**src/common/adamnet_pkg.sv**
```systemverilog
package adamnet_pkg;

  typedef logic [15:0] addr_t;   // System memory address
  typedef logic [7:0]  byte_t;
  typedef logic [31:0] sector_t; // Disk sector number

  localparam addr_t pcb_base_init = 16'hFEC0; // PCB location out of reset
  localparam int    pcb_size      = 4;
  localparam int    dcb_size      = 21;
  localparam int    num_dcb       = 15;
  localparam int    sector_bytes  = 512;
  localparam int    min_disk_len  = 1024;     // Disk transfers move at least 1 KB

  // PCB field offsets
  localparam logic [4:0] pcb_cmd_stat   = 5'd0;
  localparam logic [4:0] pcb_ba_lo      = 5'd1;
  localparam logic [4:0] pcb_ba_hi      = 5'd2;
  localparam logic [4:0] pcb_max_dcb    = 5'd3;

  // DCB field offsets, 10 to 15 are retry and spare bytes
  localparam logic [4:0] dcb_cmd_stat   = 5'd0;
  localparam logic [4:0] dcb_ba_lo      = 5'd1;
  localparam logic [4:0] dcb_ba_hi      = 5'd2;
  localparam logic [4:0] dcb_buf_len_lo = 5'd3;
  localparam logic [4:0] dcb_buf_len_hi = 5'd4;
  localparam logic [4:0] dcb_sec_num_0  = 5'd5; // Sector number, LSB first
  localparam logic [4:0] dcb_sec_num_1  = 5'd6;
  localparam logic [4:0] dcb_sec_num_2  = 5'd7;
  localparam logic [4:0] dcb_sec_num_3  = 5'd8;
  localparam logic [4:0] dcb_dev_num    = 5'd9;  // Upper nibble of device code
  localparam logic [4:0] dcb_add_code   = 5'd16; // Lower nibble of device code
  localparam logic [4:0] dcb_maxl_lo    = 5'd17;
  localparam logic [4:0] dcb_maxl_hi    = 5'd18;
  localparam logic [4:0] dcb_dev_type   = 5'd19;
  localparam logic [4:0] dcb_node_type  = 5'd20;

  localparam byte_t cmd_pcb_sync1  = 8'h01; // Sync Z80
  localparam byte_t cmd_pcb_sync2  = 8'h02; // Sync master 6801
  localparam byte_t cmd_status     = 8'h01;
  localparam byte_t cmd_soft_reset = 8'h02;
  localparam byte_t cmd_read       = 8'h04;
  localparam byte_t rsp_status     = 8'h80;
  localparam byte_t rsp_ack        = 8'h90;

  typedef enum logic {cb_pcb, cb_dcb} cb_sel_t;

  typedef enum logic [3:0] {
    st_init_pcb, st_init_dcb, st_mem_wait, st_idle, st_get_code,
    st_dispatch, st_dsk_node, st_dsk_cmd, st_report, st_fetch,
    st_fetch_cap, st_start, st_disk_wait
  } ctrl_state_t;

endpackage

```
**src/rtl/bus_snoop.sv**
```systemverilog
module bus_snoop (
  input  logic               clk_i,
  input  logic               reset,        // Active low
  input  logic               z80_wr,
  input  logic               z80_rd,
  input  adamnet_pkg::addr_t z80_addr,
  input  adamnet_pkg::byte_t z80_data_wr,
  input  logic               ctrl_idle,
  output logic               pcb_cmd_evt,
  output logic               dcb_cmd_evt,
  output logic [3:0]         dcb_dev,
  output adamnet_pkg::byte_t cmd_data
);
  import adamnet_pkg::*;

  addr_t      last_addr;
  logic       last_wr;
  addr_t      dcb_cmd_addr [num_dcb];  // Command byte of each DCB
  logic       dcb_hit;
  logic [3:0] hit_dev;
  logic       bus_changed;

  assign bus_changed = (z80_addr != last_addr) || (z80_wr != last_wr);

  always_comb begin
    dcb_hit = 1'b0;
    hit_dev = '0;
    for (int i = 0; i < num_dcb; i++) begin
      dcb_cmd_addr[i] = pcb_base_init + addr_t'(pcb_size + i * dcb_size);
      if (i > 0 && z80_addr == dcb_cmd_addr[i]) begin  // DCB 0 never dispatches
        dcb_hit = 1'b1;
        hit_dev = 4'(i);
      end
    end
  end

  always_ff @(posedge clk_i) begin
    pcb_cmd_evt <= 1'b0;
    dcb_cmd_evt <= 1'b0;
    if (!reset) begin
      last_addr <= '1;
      last_wr   <= 1'b0;
    end else if (ctrl_idle && bus_changed) begin  // Busy engine drops the access
      last_addr   <= z80_addr;
      last_wr     <= z80_wr;
      cmd_data    <= z80_wr ? z80_data_wr : 8'hFF;  // A read reports FF
      dcb_dev     <= hit_dev;
      pcb_cmd_evt <= z80_wr && (z80_addr == pcb_base_init);
      dcb_cmd_evt <= (z80_wr || z80_rd) && dcb_hit;
    end
  end

endmodule

```
**src/rtl/cb_mem_port.sv**
```systemverilog
module cb_mem_port (
  input  logic                 clk_i,
  input  logic                 reset,      // Active low
  input  logic                 mem_req,
  input  logic                 mem_we,
  input  adamnet_pkg::cb_sel_t mem_sel,
  input  logic [3:0]           mem_dev,
  input  logic [4:0]           mem_off,
  input  adamnet_pkg::byte_t   mem_wdata,
  output logic                 mem_done,
  output adamnet_pkg::byte_t   mem_rdata,
  output adamnet_pkg::addr_t   ramb_addr,
  output logic                 ramb_wr,
  output logic                 ramb_rd,
  output adamnet_pkg::byte_t   ramb_dout,
  input  adamnet_pkg::byte_t   ramb_din,
  input  logic                 ramb_wr_ack,
  input  logic                 ramb_rd_ack
);
  import adamnet_pkg::*;

  addr_t dcb_addr;
  addr_t cb_addr;

  // DCBs sit right after the PCB, dcb_size bytes each
  assign dcb_addr = pcb_base_init + addr_t'(pcb_size) + addr_t'(mem_dev) * addr_t'(dcb_size);
  assign cb_addr  = ((mem_sel == cb_pcb) ? pcb_base_init : dcb_addr) + addr_t'(mem_off);

  always_ff @(posedge clk_i) begin
    mem_done <= 1'b0;
    if (!reset) begin
      ramb_wr <= 1'b0;
      ramb_rd <= 1'b0;
    end else if (mem_req) begin
      ramb_addr <= cb_addr;
      ramb_dout <= mem_wdata;
      ramb_wr   <= mem_we;
      ramb_rd   <= !mem_we;
    end else if ((ramb_wr && ramb_wr_ack) || (ramb_rd && ramb_rd_ack)) begin
      ramb_wr   <= 1'b0;
      ramb_rd   <= 1'b0;
      mem_done  <= 1'b1;
      if (ramb_rd) mem_rdata <= ramb_din;  // Valid with the acknowledge
    end
  end

  a_one_strobe: assert property (@(posedge clk_i) disable iff (!reset)
    !(ramb_wr && ramb_rd));

  // Strobe holds until the memory answers
  a_wr_held: assert property (@(posedge clk_i) disable iff (!reset)
    (ramb_wr && !ramb_wr_ack) |=> ramb_wr);

endmodule

```
**src/disk/disk_reader.sv**
```systemverilog
module disk_reader (
  input  logic                 clk_i,
  input  logic                 reset,        // Active low
  input  logic                 rd_start,
  input  adamnet_pkg::addr_t   buf_addr,
  input  logic [15:0]          buf_len,
  input  adamnet_pkg::sector_t first_sector,
  output logic                 rd_done,
  output logic                 disk_busy,
  output adamnet_pkg::sector_t disk_sector,
  output logic                 disk_load,
  input  logic                 disk_sector_loaded,
  output logic [8:0]           disk_addr,
  output logic                 disk_flush,
  input  adamnet_pkg::byte_t   disk_data,
  output adamnet_pkg::addr_t   ramb_addr,
  output logic                 ramb_wr,
  output adamnet_pkg::byte_t   ramb_dout,
  input  logic                 ramb_wr_ack
);
  import adamnet_pkg::*;

  typedef enum logic [2:0] {rs_idle, rs_load, rs_next, rs_settle, rs_fetch, rs_write} rd_state_t;

  rd_state_t   state;
  sector_t     sector;      // Logical sector, before interleave
  logic [15:0] remaining;   // Bytes left from this sector on
  logic [9:0]  byte_cnt;    // Bytes done in this sector

  always_ff @(posedge clk_i) begin
    rd_done    <= 1'b0;
    disk_flush <= 1'b0;
    if (!reset) begin
      state     <= rs_idle;
      disk_busy <= 1'b0;
      disk_load <= 1'b0;
      ramb_wr   <= 1'b0;
    end else begin
      case (state)
        rs_idle: if (rd_start) begin
          ramb_addr <= buf_addr;
          remaining <= buf_len;
          sector    <= first_sector;
          disk_busy <= 1'b1;
          state     <= rs_load;
        end
        rs_load: begin
          // Interleave 0,5,2,7,4,1,6,3 is low bits times 5
          disk_sector <= {sector[31:3], 3'(sector[2:0] * 3'd5)};
          disk_load   <= 1'b1;
          if (disk_sector_loaded) begin
            disk_load <= 1'b0;
            byte_cnt  <= '0;
            state     <= rs_next;
          end
        end
        rs_next: begin
          if (byte_cnt < 10'(sector_bytes) && 16'(byte_cnt) < remaining) begin
            disk_addr <= byte_cnt[8:0];
            state     <= rs_settle;
          end else begin
            disk_flush <= 1'b1;  // Sector end
            if (16'(byte_cnt) < remaining) begin
              remaining <= remaining - 16'(sector_bytes);
              sector    <= sector + 32'd1;
              state     <= rs_load;
            end else begin
              rd_done   <= 1'b1;
              disk_busy <= 1'b0;
              state     <= rs_idle;
            end
          end
        end
        rs_settle: state <= rs_fetch;  // Covers a registered disk data path
        rs_fetch: begin
          ramb_dout <= disk_data;
          ramb_wr   <= 1'b1;
          state     <= rs_write;
        end
        rs_write: if (ramb_wr_ack) begin
          ramb_wr   <= 1'b0;
          ramb_addr <= ramb_addr + 16'd1;
          byte_cnt  <= byte_cnt + 10'd1;
          state     <= rs_next;
        end
        default: state <= rs_idle;
      endcase
    end
  end

  // Bytes reach memory only from a loaded sector, at the counted address
  a_in_sector: assert property (@(posedge clk_i) disable iff (!reset)
    ramb_wr |-> !disk_load && (10'(disk_addr) == byte_cnt));

endmodule

```
**src/rtl/adamnet_ctrl.sv**
```systemverilog
module adamnet_ctrl #(
  parameter int num_disks = 1
) (
  input  logic                  clk_i,
  input  logic                  reset,        // Active low
  input  logic                  pcb_cmd_evt,
  input  logic                  dcb_cmd_evt,
  input  logic [3:0]            dcb_dev,
  input  adamnet_pkg::byte_t    cmd_data,
  input  logic                  mem_done,
  input  adamnet_pkg::byte_t    mem_rdata,
  input  logic                  rd_done,
  input  logic [num_disks-1:0]  disk_present,
  output logic                  mem_req,
  output logic                  mem_we,
  output adamnet_pkg::cb_sel_t  mem_sel,
  output logic [3:0]            mem_dev,
  output logic [4:0]            mem_off,
  output adamnet_pkg::byte_t    mem_wdata,
  output logic                  rd_start,
  output adamnet_pkg::addr_t    buf_addr,
  output logic [15:0]           buf_len,
  output adamnet_pkg::sector_t  first_sector,
  output logic                  ctrl_idle,
  output logic                  adamnet_wait_n
);
  import adamnet_pkg::*;

  ctrl_state_t state, ret_state;  // ret_state is where st_mem_wait goes next
  logic [4:0]  step;              // Sub-step inside init, report and fetch
  logic [3:0]  dev;               // DCB being serviced
  byte_t       cmd;
  byte_t       rd_q;              // Last control-block byte read
  logic [3:0]  code_hi;
  logic [1:0]  disk_id;
  logic [15:0] msg_size;
  logic        is_block;
  logic [15:0] xfer_len;          // Length as the DCB holds it
  logic [3:0]  present_ext;

  assign present_ext    = 4'(disk_present);  // Missing drives read as absent
  assign ctrl_idle      = (state == st_idle);
  assign adamnet_wait_n = ctrl_idle;
  assign buf_len = (xfer_len < 16'(min_disk_len)) ? 16'(min_disk_len) : xfer_len;

  // One control-block access, then continue at ret
  task automatic issue(input logic we, input cb_sel_t sel, input logic [4:0] off,
                       input byte_t data, input logic [3:0] blk, input ctrl_state_t ret);
    mem_req   <= 1'b1;
    mem_we    <= we;
    mem_sel   <= sel;
    mem_off   <= off;
    mem_wdata <= data;
    mem_dev   <= blk;
    ret_state <= ret;
    state     <= st_mem_wait;
  endtask

  function automatic logic [4:0] fetch_off(input logic [2:0] idx);
    case (idx)
      3'd0:    fetch_off = dcb_ba_lo;
      3'd1:    fetch_off = dcb_ba_hi;
      3'd2:    fetch_off = dcb_buf_len_lo;
      3'd3:    fetch_off = dcb_buf_len_hi;
      3'd4:    fetch_off = dcb_sec_num_0;
      3'd5:    fetch_off = dcb_sec_num_1;
      3'd6:    fetch_off = dcb_sec_num_2;
      default: fetch_off = dcb_sec_num_3;
    endcase
  endfunction

  always_ff @(posedge clk_i) begin
    mem_req  <= 1'b0;
    rd_start <= 1'b0;
    if (!reset) begin
      state     <= st_init_pcb;   // Build the control blocks first
      ret_state <= st_idle;
      step      <= '0;
    end else begin
      case (state)
        st_init_pcb: begin
          step <= (step == 5'd2) ? 5'd0 : step + 5'd1;
          case (step)
            5'd0:    issue(1'b1, cb_pcb, pcb_ba_lo, pcb_base_init[7:0], 4'd0, st_init_pcb);
            5'd1:    issue(1'b1, cb_pcb, pcb_ba_hi, pcb_base_init[15:8], 4'd0, st_init_pcb);
            default: issue(1'b1, cb_pcb, pcb_max_dcb, 8'(num_dcb), 4'd0, st_init_dcb);
          endcase
        end
        st_init_dcb: begin  // Even step dev_num, odd step add_code
          step <= step + 5'd1;
          if (!step[0]) issue(1'b1, cb_dcb, dcb_dev_num, 8'h00, step[4:1], st_init_dcb);
          else issue(1'b1, cb_dcb, dcb_add_code, {4'h0, step[4:1]}, step[4:1],
                     (step == 5'(2 * num_dcb - 1)) ? st_idle : st_init_dcb);
        end
        st_mem_wait: if (mem_done) begin
          rd_q  <= mem_rdata;
          state <= ret_state;
        end
        st_idle: begin
          if (pcb_cmd_evt && (cmd_data == cmd_pcb_sync1 || cmd_data == cmd_pcb_sync2)) begin
            issue(1'b1, cb_pcb, pcb_cmd_stat, rsp_status | cmd_data, 4'd0, st_idle);
          end else if (dcb_cmd_evt) begin
            dev <= dcb_dev;
            cmd <= cmd_data;    // FF when the Z80 read the byte
            issue(1'b0, cb_dcb, dcb_dev_num, 8'h00, dcb_dev, st_get_code);
          end
        end
        st_get_code: begin
          code_hi <= rd_q[3:0];
          issue(1'b0, cb_dcb, dcb_add_code, 8'h00, dev, st_dispatch);
        end
        st_dispatch: begin
          step <= '0;
          case ({code_hi, rd_q[3:0]})
            8'h01: begin  // Keyboard, single character buffer
              msg_size <= 16'h0001;
              is_block <= 1'b0;
              state    <= (cmd == cmd_status || cmd == cmd_soft_reset) ? st_report : st_idle;
            end
            8'h04, 8'h05, 8'h06, 8'h07: begin
              disk_id <= rd_q[1:0];
              if (cmd[7]) issue(1'b1, cb_dcb, dcb_cmd_stat, rsp_status, dev, st_idle);
              else issue(1'b0, cb_dcb, dcb_node_type, 8'h00, dev, st_dsk_node);
            end
            default: issue(1'b1, cb_dcb, dcb_cmd_stat, 8'h00, dev, st_idle); // Unknown device
          endcase
        end
        st_dsk_node:  // Clear errors, flag a missing disk
          issue(1'b1, cb_dcb, dcb_node_type,
                {rd_q[7:4], 2'b00, present_ext[disk_id] ? 2'b00 : 2'b11}, dev, st_dsk_cmd);
        st_dsk_cmd: begin
          msg_size <= 16'h0400;   // Block device, 1 KB
          is_block <= 1'b1;
          case (cmd)
            cmd_status:     state <= st_report;
            cmd_soft_reset: issue(1'b1, cb_dcb, dcb_cmd_stat, rsp_status, dev, st_idle);
            cmd_read:       issue(1'b1, cb_dcb, dcb_cmd_stat, 8'h00, dev, st_fetch); // Busy
            default:        state <= st_idle;
          endcase
        end
        st_report: begin
          step <= step + 5'd1;
          case (step[1:0])
            2'd0:    issue(1'b1, cb_dcb, dcb_cmd_stat, rsp_status, dev, st_report);
            2'd1:    issue(1'b1, cb_dcb, dcb_maxl_lo, msg_size[7:0], dev, st_report);
            2'd2:    issue(1'b1, cb_dcb, dcb_maxl_hi, msg_size[15:8], dev, st_report);
            default: issue(1'b1, cb_dcb, dcb_dev_type, {7'd0, is_block}, dev, st_idle);
          endcase
        end
        st_fetch: issue(1'b0, cb_dcb, fetch_off(step[2:0]), 8'h00, dev, st_fetch_cap);
        st_fetch_cap: begin
          step <= step + 5'd1;
          case (step[2:0])
            3'd0:    buf_addr[7:0]   <= rd_q;
            3'd1:    buf_addr[15:8]  <= rd_q;
            3'd2:    xfer_len[7:0]   <= rd_q;
            3'd3:    xfer_len[15:8]  <= rd_q;
            default: first_sector    <= {rd_q, first_sector[31:8]}; // Shift in LSB first
          endcase
          state <= (step[2:0] == 3'd7) ? st_start : st_fetch;
        end
        st_start: begin
          rd_start <= 1'b1;
          state    <= st_disk_wait;
        end
        st_disk_wait: if (rd_done) state <= st_idle;
        default: state <= st_idle;
      endcase
    end
  end

endmodule

```
**src/rtl/adamnet_top.sv**
```systemverilog
module adamnet_top #(
  parameter int num_disks = 1
) (
  input  logic                       clk_i,
  input  logic                       adam_reset_pcb_n_i,
  input  logic                       z80_wr,
  input  logic                       z80_rd,
  input  adamnet_pkg::addr_t         z80_addr,
  input  adamnet_pkg::byte_t         z80_data_wr,
  output adamnet_pkg::addr_t         ramb_addr,   // Shared ADAM system memory
  output logic                       ramb_wr,
  output logic                       ramb_rd,
  output adamnet_pkg::byte_t         ramb_dout,
  input  adamnet_pkg::byte_t         ramb_din,
  input  logic                       ramb_wr_ack,
  input  logic                       ramb_rd_ack,
  input  logic [num_disks-1:0]       disk_present,
  output adamnet_pkg::sector_t       disk_sector,
  output logic                       disk_load,
  input  logic                       disk_sector_loaded,
  output logic [8:0]                 disk_addr,
  output logic                       disk_flush,
  input  adamnet_pkg::byte_t         disk_data,
  output logic                       adamnet_wait_n
);
  import adamnet_pkg::*;

  logic        pcb_cmd_evt, dcb_cmd_evt, ctrl_idle;
  logic [3:0]  dcb_dev, mem_dev;
  byte_t       cmd_data, mem_wdata, mem_rdata;
  logic        mem_req, mem_we, mem_done;
  cb_sel_t     mem_sel;
  logic [4:0]  mem_off;
  logic        rd_start, rd_done, disk_busy;
  addr_t       buf_addr;
  logic [15:0] buf_len;
  sector_t     first_sector;
  addr_t       cb_addr, dr_addr;              // Control-block port and disk reader sides
  logic        cb_wr, cb_rd, dr_wr;
  byte_t       cb_dout, dr_dout;

  bus_snoop bus_snoop_i (
    .clk_i, .reset(adam_reset_pcb_n_i), .z80_wr, .z80_rd, .z80_addr, .z80_data_wr,
    .ctrl_idle, .pcb_cmd_evt, .dcb_cmd_evt, .dcb_dev, .cmd_data
  );

  adamnet_ctrl #(.num_disks(num_disks)) adamnet_ctrl_i (
    .clk_i, .reset(adam_reset_pcb_n_i), .pcb_cmd_evt, .dcb_cmd_evt, .dcb_dev, .cmd_data,
    .mem_done, .mem_rdata, .rd_done, .disk_present, .mem_req, .mem_we, .mem_sel, .mem_dev,
    .mem_off, .mem_wdata, .rd_start, .buf_addr, .buf_len, .first_sector, .ctrl_idle,
    .adamnet_wait_n
  );

  cb_mem_port cb_mem_port_i (
    .clk_i, .reset(adam_reset_pcb_n_i), .mem_req, .mem_we, .mem_sel, .mem_dev, .mem_off,
    .mem_wdata, .mem_done, .mem_rdata, .ramb_addr(cb_addr), .ramb_wr(cb_wr), .ramb_rd(cb_rd),
    .ramb_dout(cb_dout), .ramb_din, .ramb_wr_ack, .ramb_rd_ack
  );

  disk_reader disk_reader_i (
    .clk_i, .reset(adam_reset_pcb_n_i), .rd_start, .buf_addr, .buf_len, .first_sector,
    .rd_done, .disk_busy, .disk_sector, .disk_load, .disk_sector_loaded, .disk_addr,
    .disk_flush, .disk_data, .ramb_addr(dr_addr), .ramb_wr(dr_wr), .ramb_dout(dr_dout),
    .ramb_wr_ack
  );

  // Disk reader owns the memory bus for a whole transfer
  assign ramb_addr = disk_busy ? dr_addr : cb_addr;
  assign ramb_wr   = disk_busy ? dr_wr   : cb_wr;
  assign ramb_rd   = disk_busy ? 1'b0    : cb_rd;   // Reader never reads memory
  assign ramb_dout = disk_busy ? dr_dout : cb_dout;

endmodule

```
**config.mk**
```make
export PLATFORM = sky130hd
export DESIGN_NAME = adamnet_top
export DESIGN_NICKNAME = d
export VERILOG_FILES = /design/src/common/adamnet_pkg.sv /design/src/rtl/bus_snoop.sv /design/src/rtl/cb_mem_port.sv /design/src/disk/disk_reader.sv /design/src/rtl/adamnet_ctrl.sv /design/src/rtl/adamnet_top.sv
export SDC_FILE = /design/constraint.sdc
export NUM_CORES = 1
export LEC_CHECK = 0
export ABC_AREA = 1
export BUFFER_PORTS_ARGS = -buffer_cell sky130_fd_sc_hd__buf_4
export CAP_MARGIN = 20
export CORE_UTILIZATION = 60
export DETAILED_ROUTE_END_ITERATION = 8
export HOLD_SLACK_MARGIN = 0.12
export PLACE_DENSITY = 0.77
export REMOVE_ABC_BUFFERS = 1
export SLEW_MARGIN = 10
export SYNTH_ARGS = -nofsm -noshare
export SYNTH_HDL_FRONTEND = slang
export SYNTH_SLANG_ARGS = --single-unit
```
**constraint.sdc**
```tcl
create_clock -name clk_i -period 4.6 [get_ports clk_i]
set_input_delay 0.92 -clock clk_i [delete_from_list [all_inputs] [get_ports clk_i]]
set_output_delay 0.92 -clock clk_i [all_outputs]
set_load 0.01 [all_outputs]
```
==> reports/metrics.yaml <==
synth_cells: 1507
rsz0062_at_grt: "no"
io_buffers: 117
hp-start: "cb_mem_port_i.mem_rdata[7]"
cts_setup_buffers: 0
final_area_mm2: 0.0175
final_cell_mix: "nand2_1 (335), edfxtp_1 (278), nor2_1 (165), inv_1 (157), buf_4 (128)"
drc: 0
async_flop_share_pct: 0
ys.flop_type: "edfxtp_1"
crit_required_ns: 4.83
antenna_found_initial: 1
worst_clock_skew_ns: 0.0210
critical_path_peak_fanout: 4
die-area_mm2: 0.0260
ff2ff_setup_slack_ns: 1.40
critPathKind: "reg2reg"
start_util_pct: 61.9
hold_depth: 0
wl_per_cell_um: 17.0
synth-edff-count: 278
hold_path_class: "reg2reg"
grt_pass1_wl_um: 54500
grt_usage_pct: 26.6
syn_to_final_growth_pct: 15.1
grt_pass1_vias: 10827
wl_um: 33800
ys_types: 58
coreArea_mm2: 0.0246
drv_cap: 0
viasPerCell: 5.57
clock.fmax_mhz: 312
ant_nets: 0
grt_start_max_net_pins: 61
clk_pin_slew_ns: 0.06
r2r_cells: 15
gp_congestion: 0.921
fp.dieW_um: 161
slew_headroom_pct: 36.1
final_hold_viol_count: 0
overflow: 0
p_per_area_mw_per_mm2: 368
timing.setup.tns_ns: 0
r2r-start: "adamnet_ctrl_i.mem_dev[3]"
arrival_ns: 3.43
cts_resized: 0
cts_buffers: 34
startpoint_type: "flip-flop"
htreeDepth: 2
power_mw: 6.47
cp-end-kind: "flip-flop"
cts_sinks: 323
cts_tree: "done"
ir_worst_vdd_uv: 255
fin_nets: 1724
syn_area_mm2: 0.0152
synth.avg_cell_area_um2: 10.1
layout_worst_path_cycle_share_pct: 69.6
fin_crit_ns: 3.20
vias: 11066
holdWs_ns: 0.415
drtPass1Iterations: 5
clock_path_buffers: 3
drive_above_1_share_pct: 15.4
ys_seq_elements: 323
cts_hold_buf: 0
maxSlewViolCount: 0
num-fill-cells: 1807
final_common_cell: "nand2_1"
yosysWarnings: 0
num_rows: 57
status: "finished clean"
synth-seq-area-share_pct: 60.7
drtIter0Drc: 973
setup_viol: 0
whs_endpoint: "adamnet_ctrl_i.rd_q[7]"
r2r-end: "cb_mem_port_i.ramb_addr[11]"
insertion_delay_ns: 0.51
placed_area_mm2: 0.0165
leakagePower_nw: 6.98
cts_root_buffer: "clkbuf_16"
worstMarginPinSlew_ns: 0.958
ioPinCount: 118
dpl.hpwl_um: 24700
die_height_um: 161
num_antenna_cells: 0
==> cell usage after synthesis (all sizes together), types with 3 or more instances <==
cell type	count	area, um^2
inv	174	653
or2	4	25.0
nor2	187	767
nand3	90	463
mux2	13	146
xor2	38	333
o2111ai	3	26.3
clkbuf	17	63.8
nor4	12	90.1
nand2	343	1330
o21a	3	22.5
a211oi	3	27.5
dfxtp	45	901
buf	14	72.6
xnor2	20	175
nor3	32	196
o211ai	7	52.6
a21oi	54	282
edfxtp	278	8350
ha	32	400
a31oi	9	56.3
o21ai	63	330
o31ai	4	30.0
nand4	32	200
nor3b	4	30.0
nand3b	9	67.6
==> metal layers <==
layer	up-vias	wire [um]	GRT usage (%)
li1	5393	-	-
met1	5175	14300	35.3
met2	433	16400	45.2
met3	65	2380	4.62
met4	0	758	7.98
met5	-	0	0
==> per-stage QoR <==
step / worst slack [ns] / utilization, % / instances
3_5_place_dp: 1.47 / 67.0 / 1928
6_report: 1.40 / 71.3 / 1987
2_1_floorplan: 1.21 / - / 1476
5_1_grt: 1.08 / 71.3 / 1987
3_3_place_gp: 1.58 / 67.0 / 1928
4_1_cts: 1.31 / 71.2 / 1985
==> flip-flops by register name (all words and copies together) (netlist names), 9 cells and up <==
signal,count
adamnet_ctrl_i.buf_addr,16
adamnet_ctrl_i.first_sector,32
adamnet_ctrl_i.xfer_len,16
bus_snoop_i.last_addr,16
cb_mem_port_i.ramb_addr,16
disk_reader_i.byte_cnt,10
disk_reader_i.disk_addr,9
disk_reader_i.disk_sector,32
disk_reader_i.ramb_addr,16
disk_reader_i.remaining,16
disk_reader_i.sector,32
==> report_power, final <==
| part | leakage [nW] | internal [mW] | switching, mW |
|---|---|---|---|
| clock network | 0.522 | 1.48 | 1.07 |
| registers | 2.85 | 3.26 | 0.0545 |
| logic | 3.61 | 0.221 | 0.375 |
==> kinds of logic (layout without fill, tap and decap cells) <==
logic type,after synthesis,count (layout),share of synthesized area (%)
multiplexers,14,14,1.03
XOR/XNOR,58,58,3.33
adder cells (fa/ha/maj),34,34,2.89
AO/OA/AOI/OAI,154,154,5.85
flip-flops,323,323,60.7
buffers and inverters,207,363,5.24
AND/OR/NAND/NOR,717,717,21.0
==> final cells by class <==
type,instances,area [um^2],share of cell area [%]
clock buffers,42,965,5.50
multi-input cells,977,5210,29.7
well taps,324,405,2.31
flip-flops and latches,323,9250,52.7
clock inverters,15,76.3,0.435
inverters,176,662,3.77
repair buffers,130,981,5.59
==> how the worst max path moves through the flow <==
| stage | to | slack (ns) | startpoint | depth (start not counted) |
|---|---|---|---|---|
| 2_1_floorplan | disk_reader_i.remaining[10] | 1.21 | disk_reader_i.byte_cnt[3] | 12 |
| 3_3_place_gp | cb_mem_port_i.ramb_addr[13] | 1.58 | adamnet_ctrl_i.mem_dev[1] | 15 |
| 3_5_place_dp | cb_mem_port_i.ramb_addr[11] | 1.47 | adamnet_ctrl_i.mem_dev[3] | 15 |
| 4_1_cts | ramb_addr[9] | 1.31 | disk_reader_i.disk_busy | 4 |
| 5_1_grt | cb_mem_port_i.ramb_addr[11] | 1.08 | adamnet_ctrl_i.mem_dev[3] | 15 |
| 6_report | cb_mem_port_i.ramb_addr[11] | 1.40 | adamnet_ctrl_i.mem_dev[3] | 15 |
==> critical path, stage by stage, from the launching register on <==
cell      delay [ns]
edfxtp_1        0.37
ha_1            0.18
inv_1           0.06
fa_1            0.48
inv_1           0.06
ha_1            0.31
o21ai_0         0.15
nor2_1          0.06
ha_1            0.35
nand2_1         0.08
nor3_1          0.14
a21oi_1         0.12
nor2_1          0.10
nand2_1         0.09
nor2_1          0.24
a21oi_1         0.12
(Power assumes the default switching activity.)
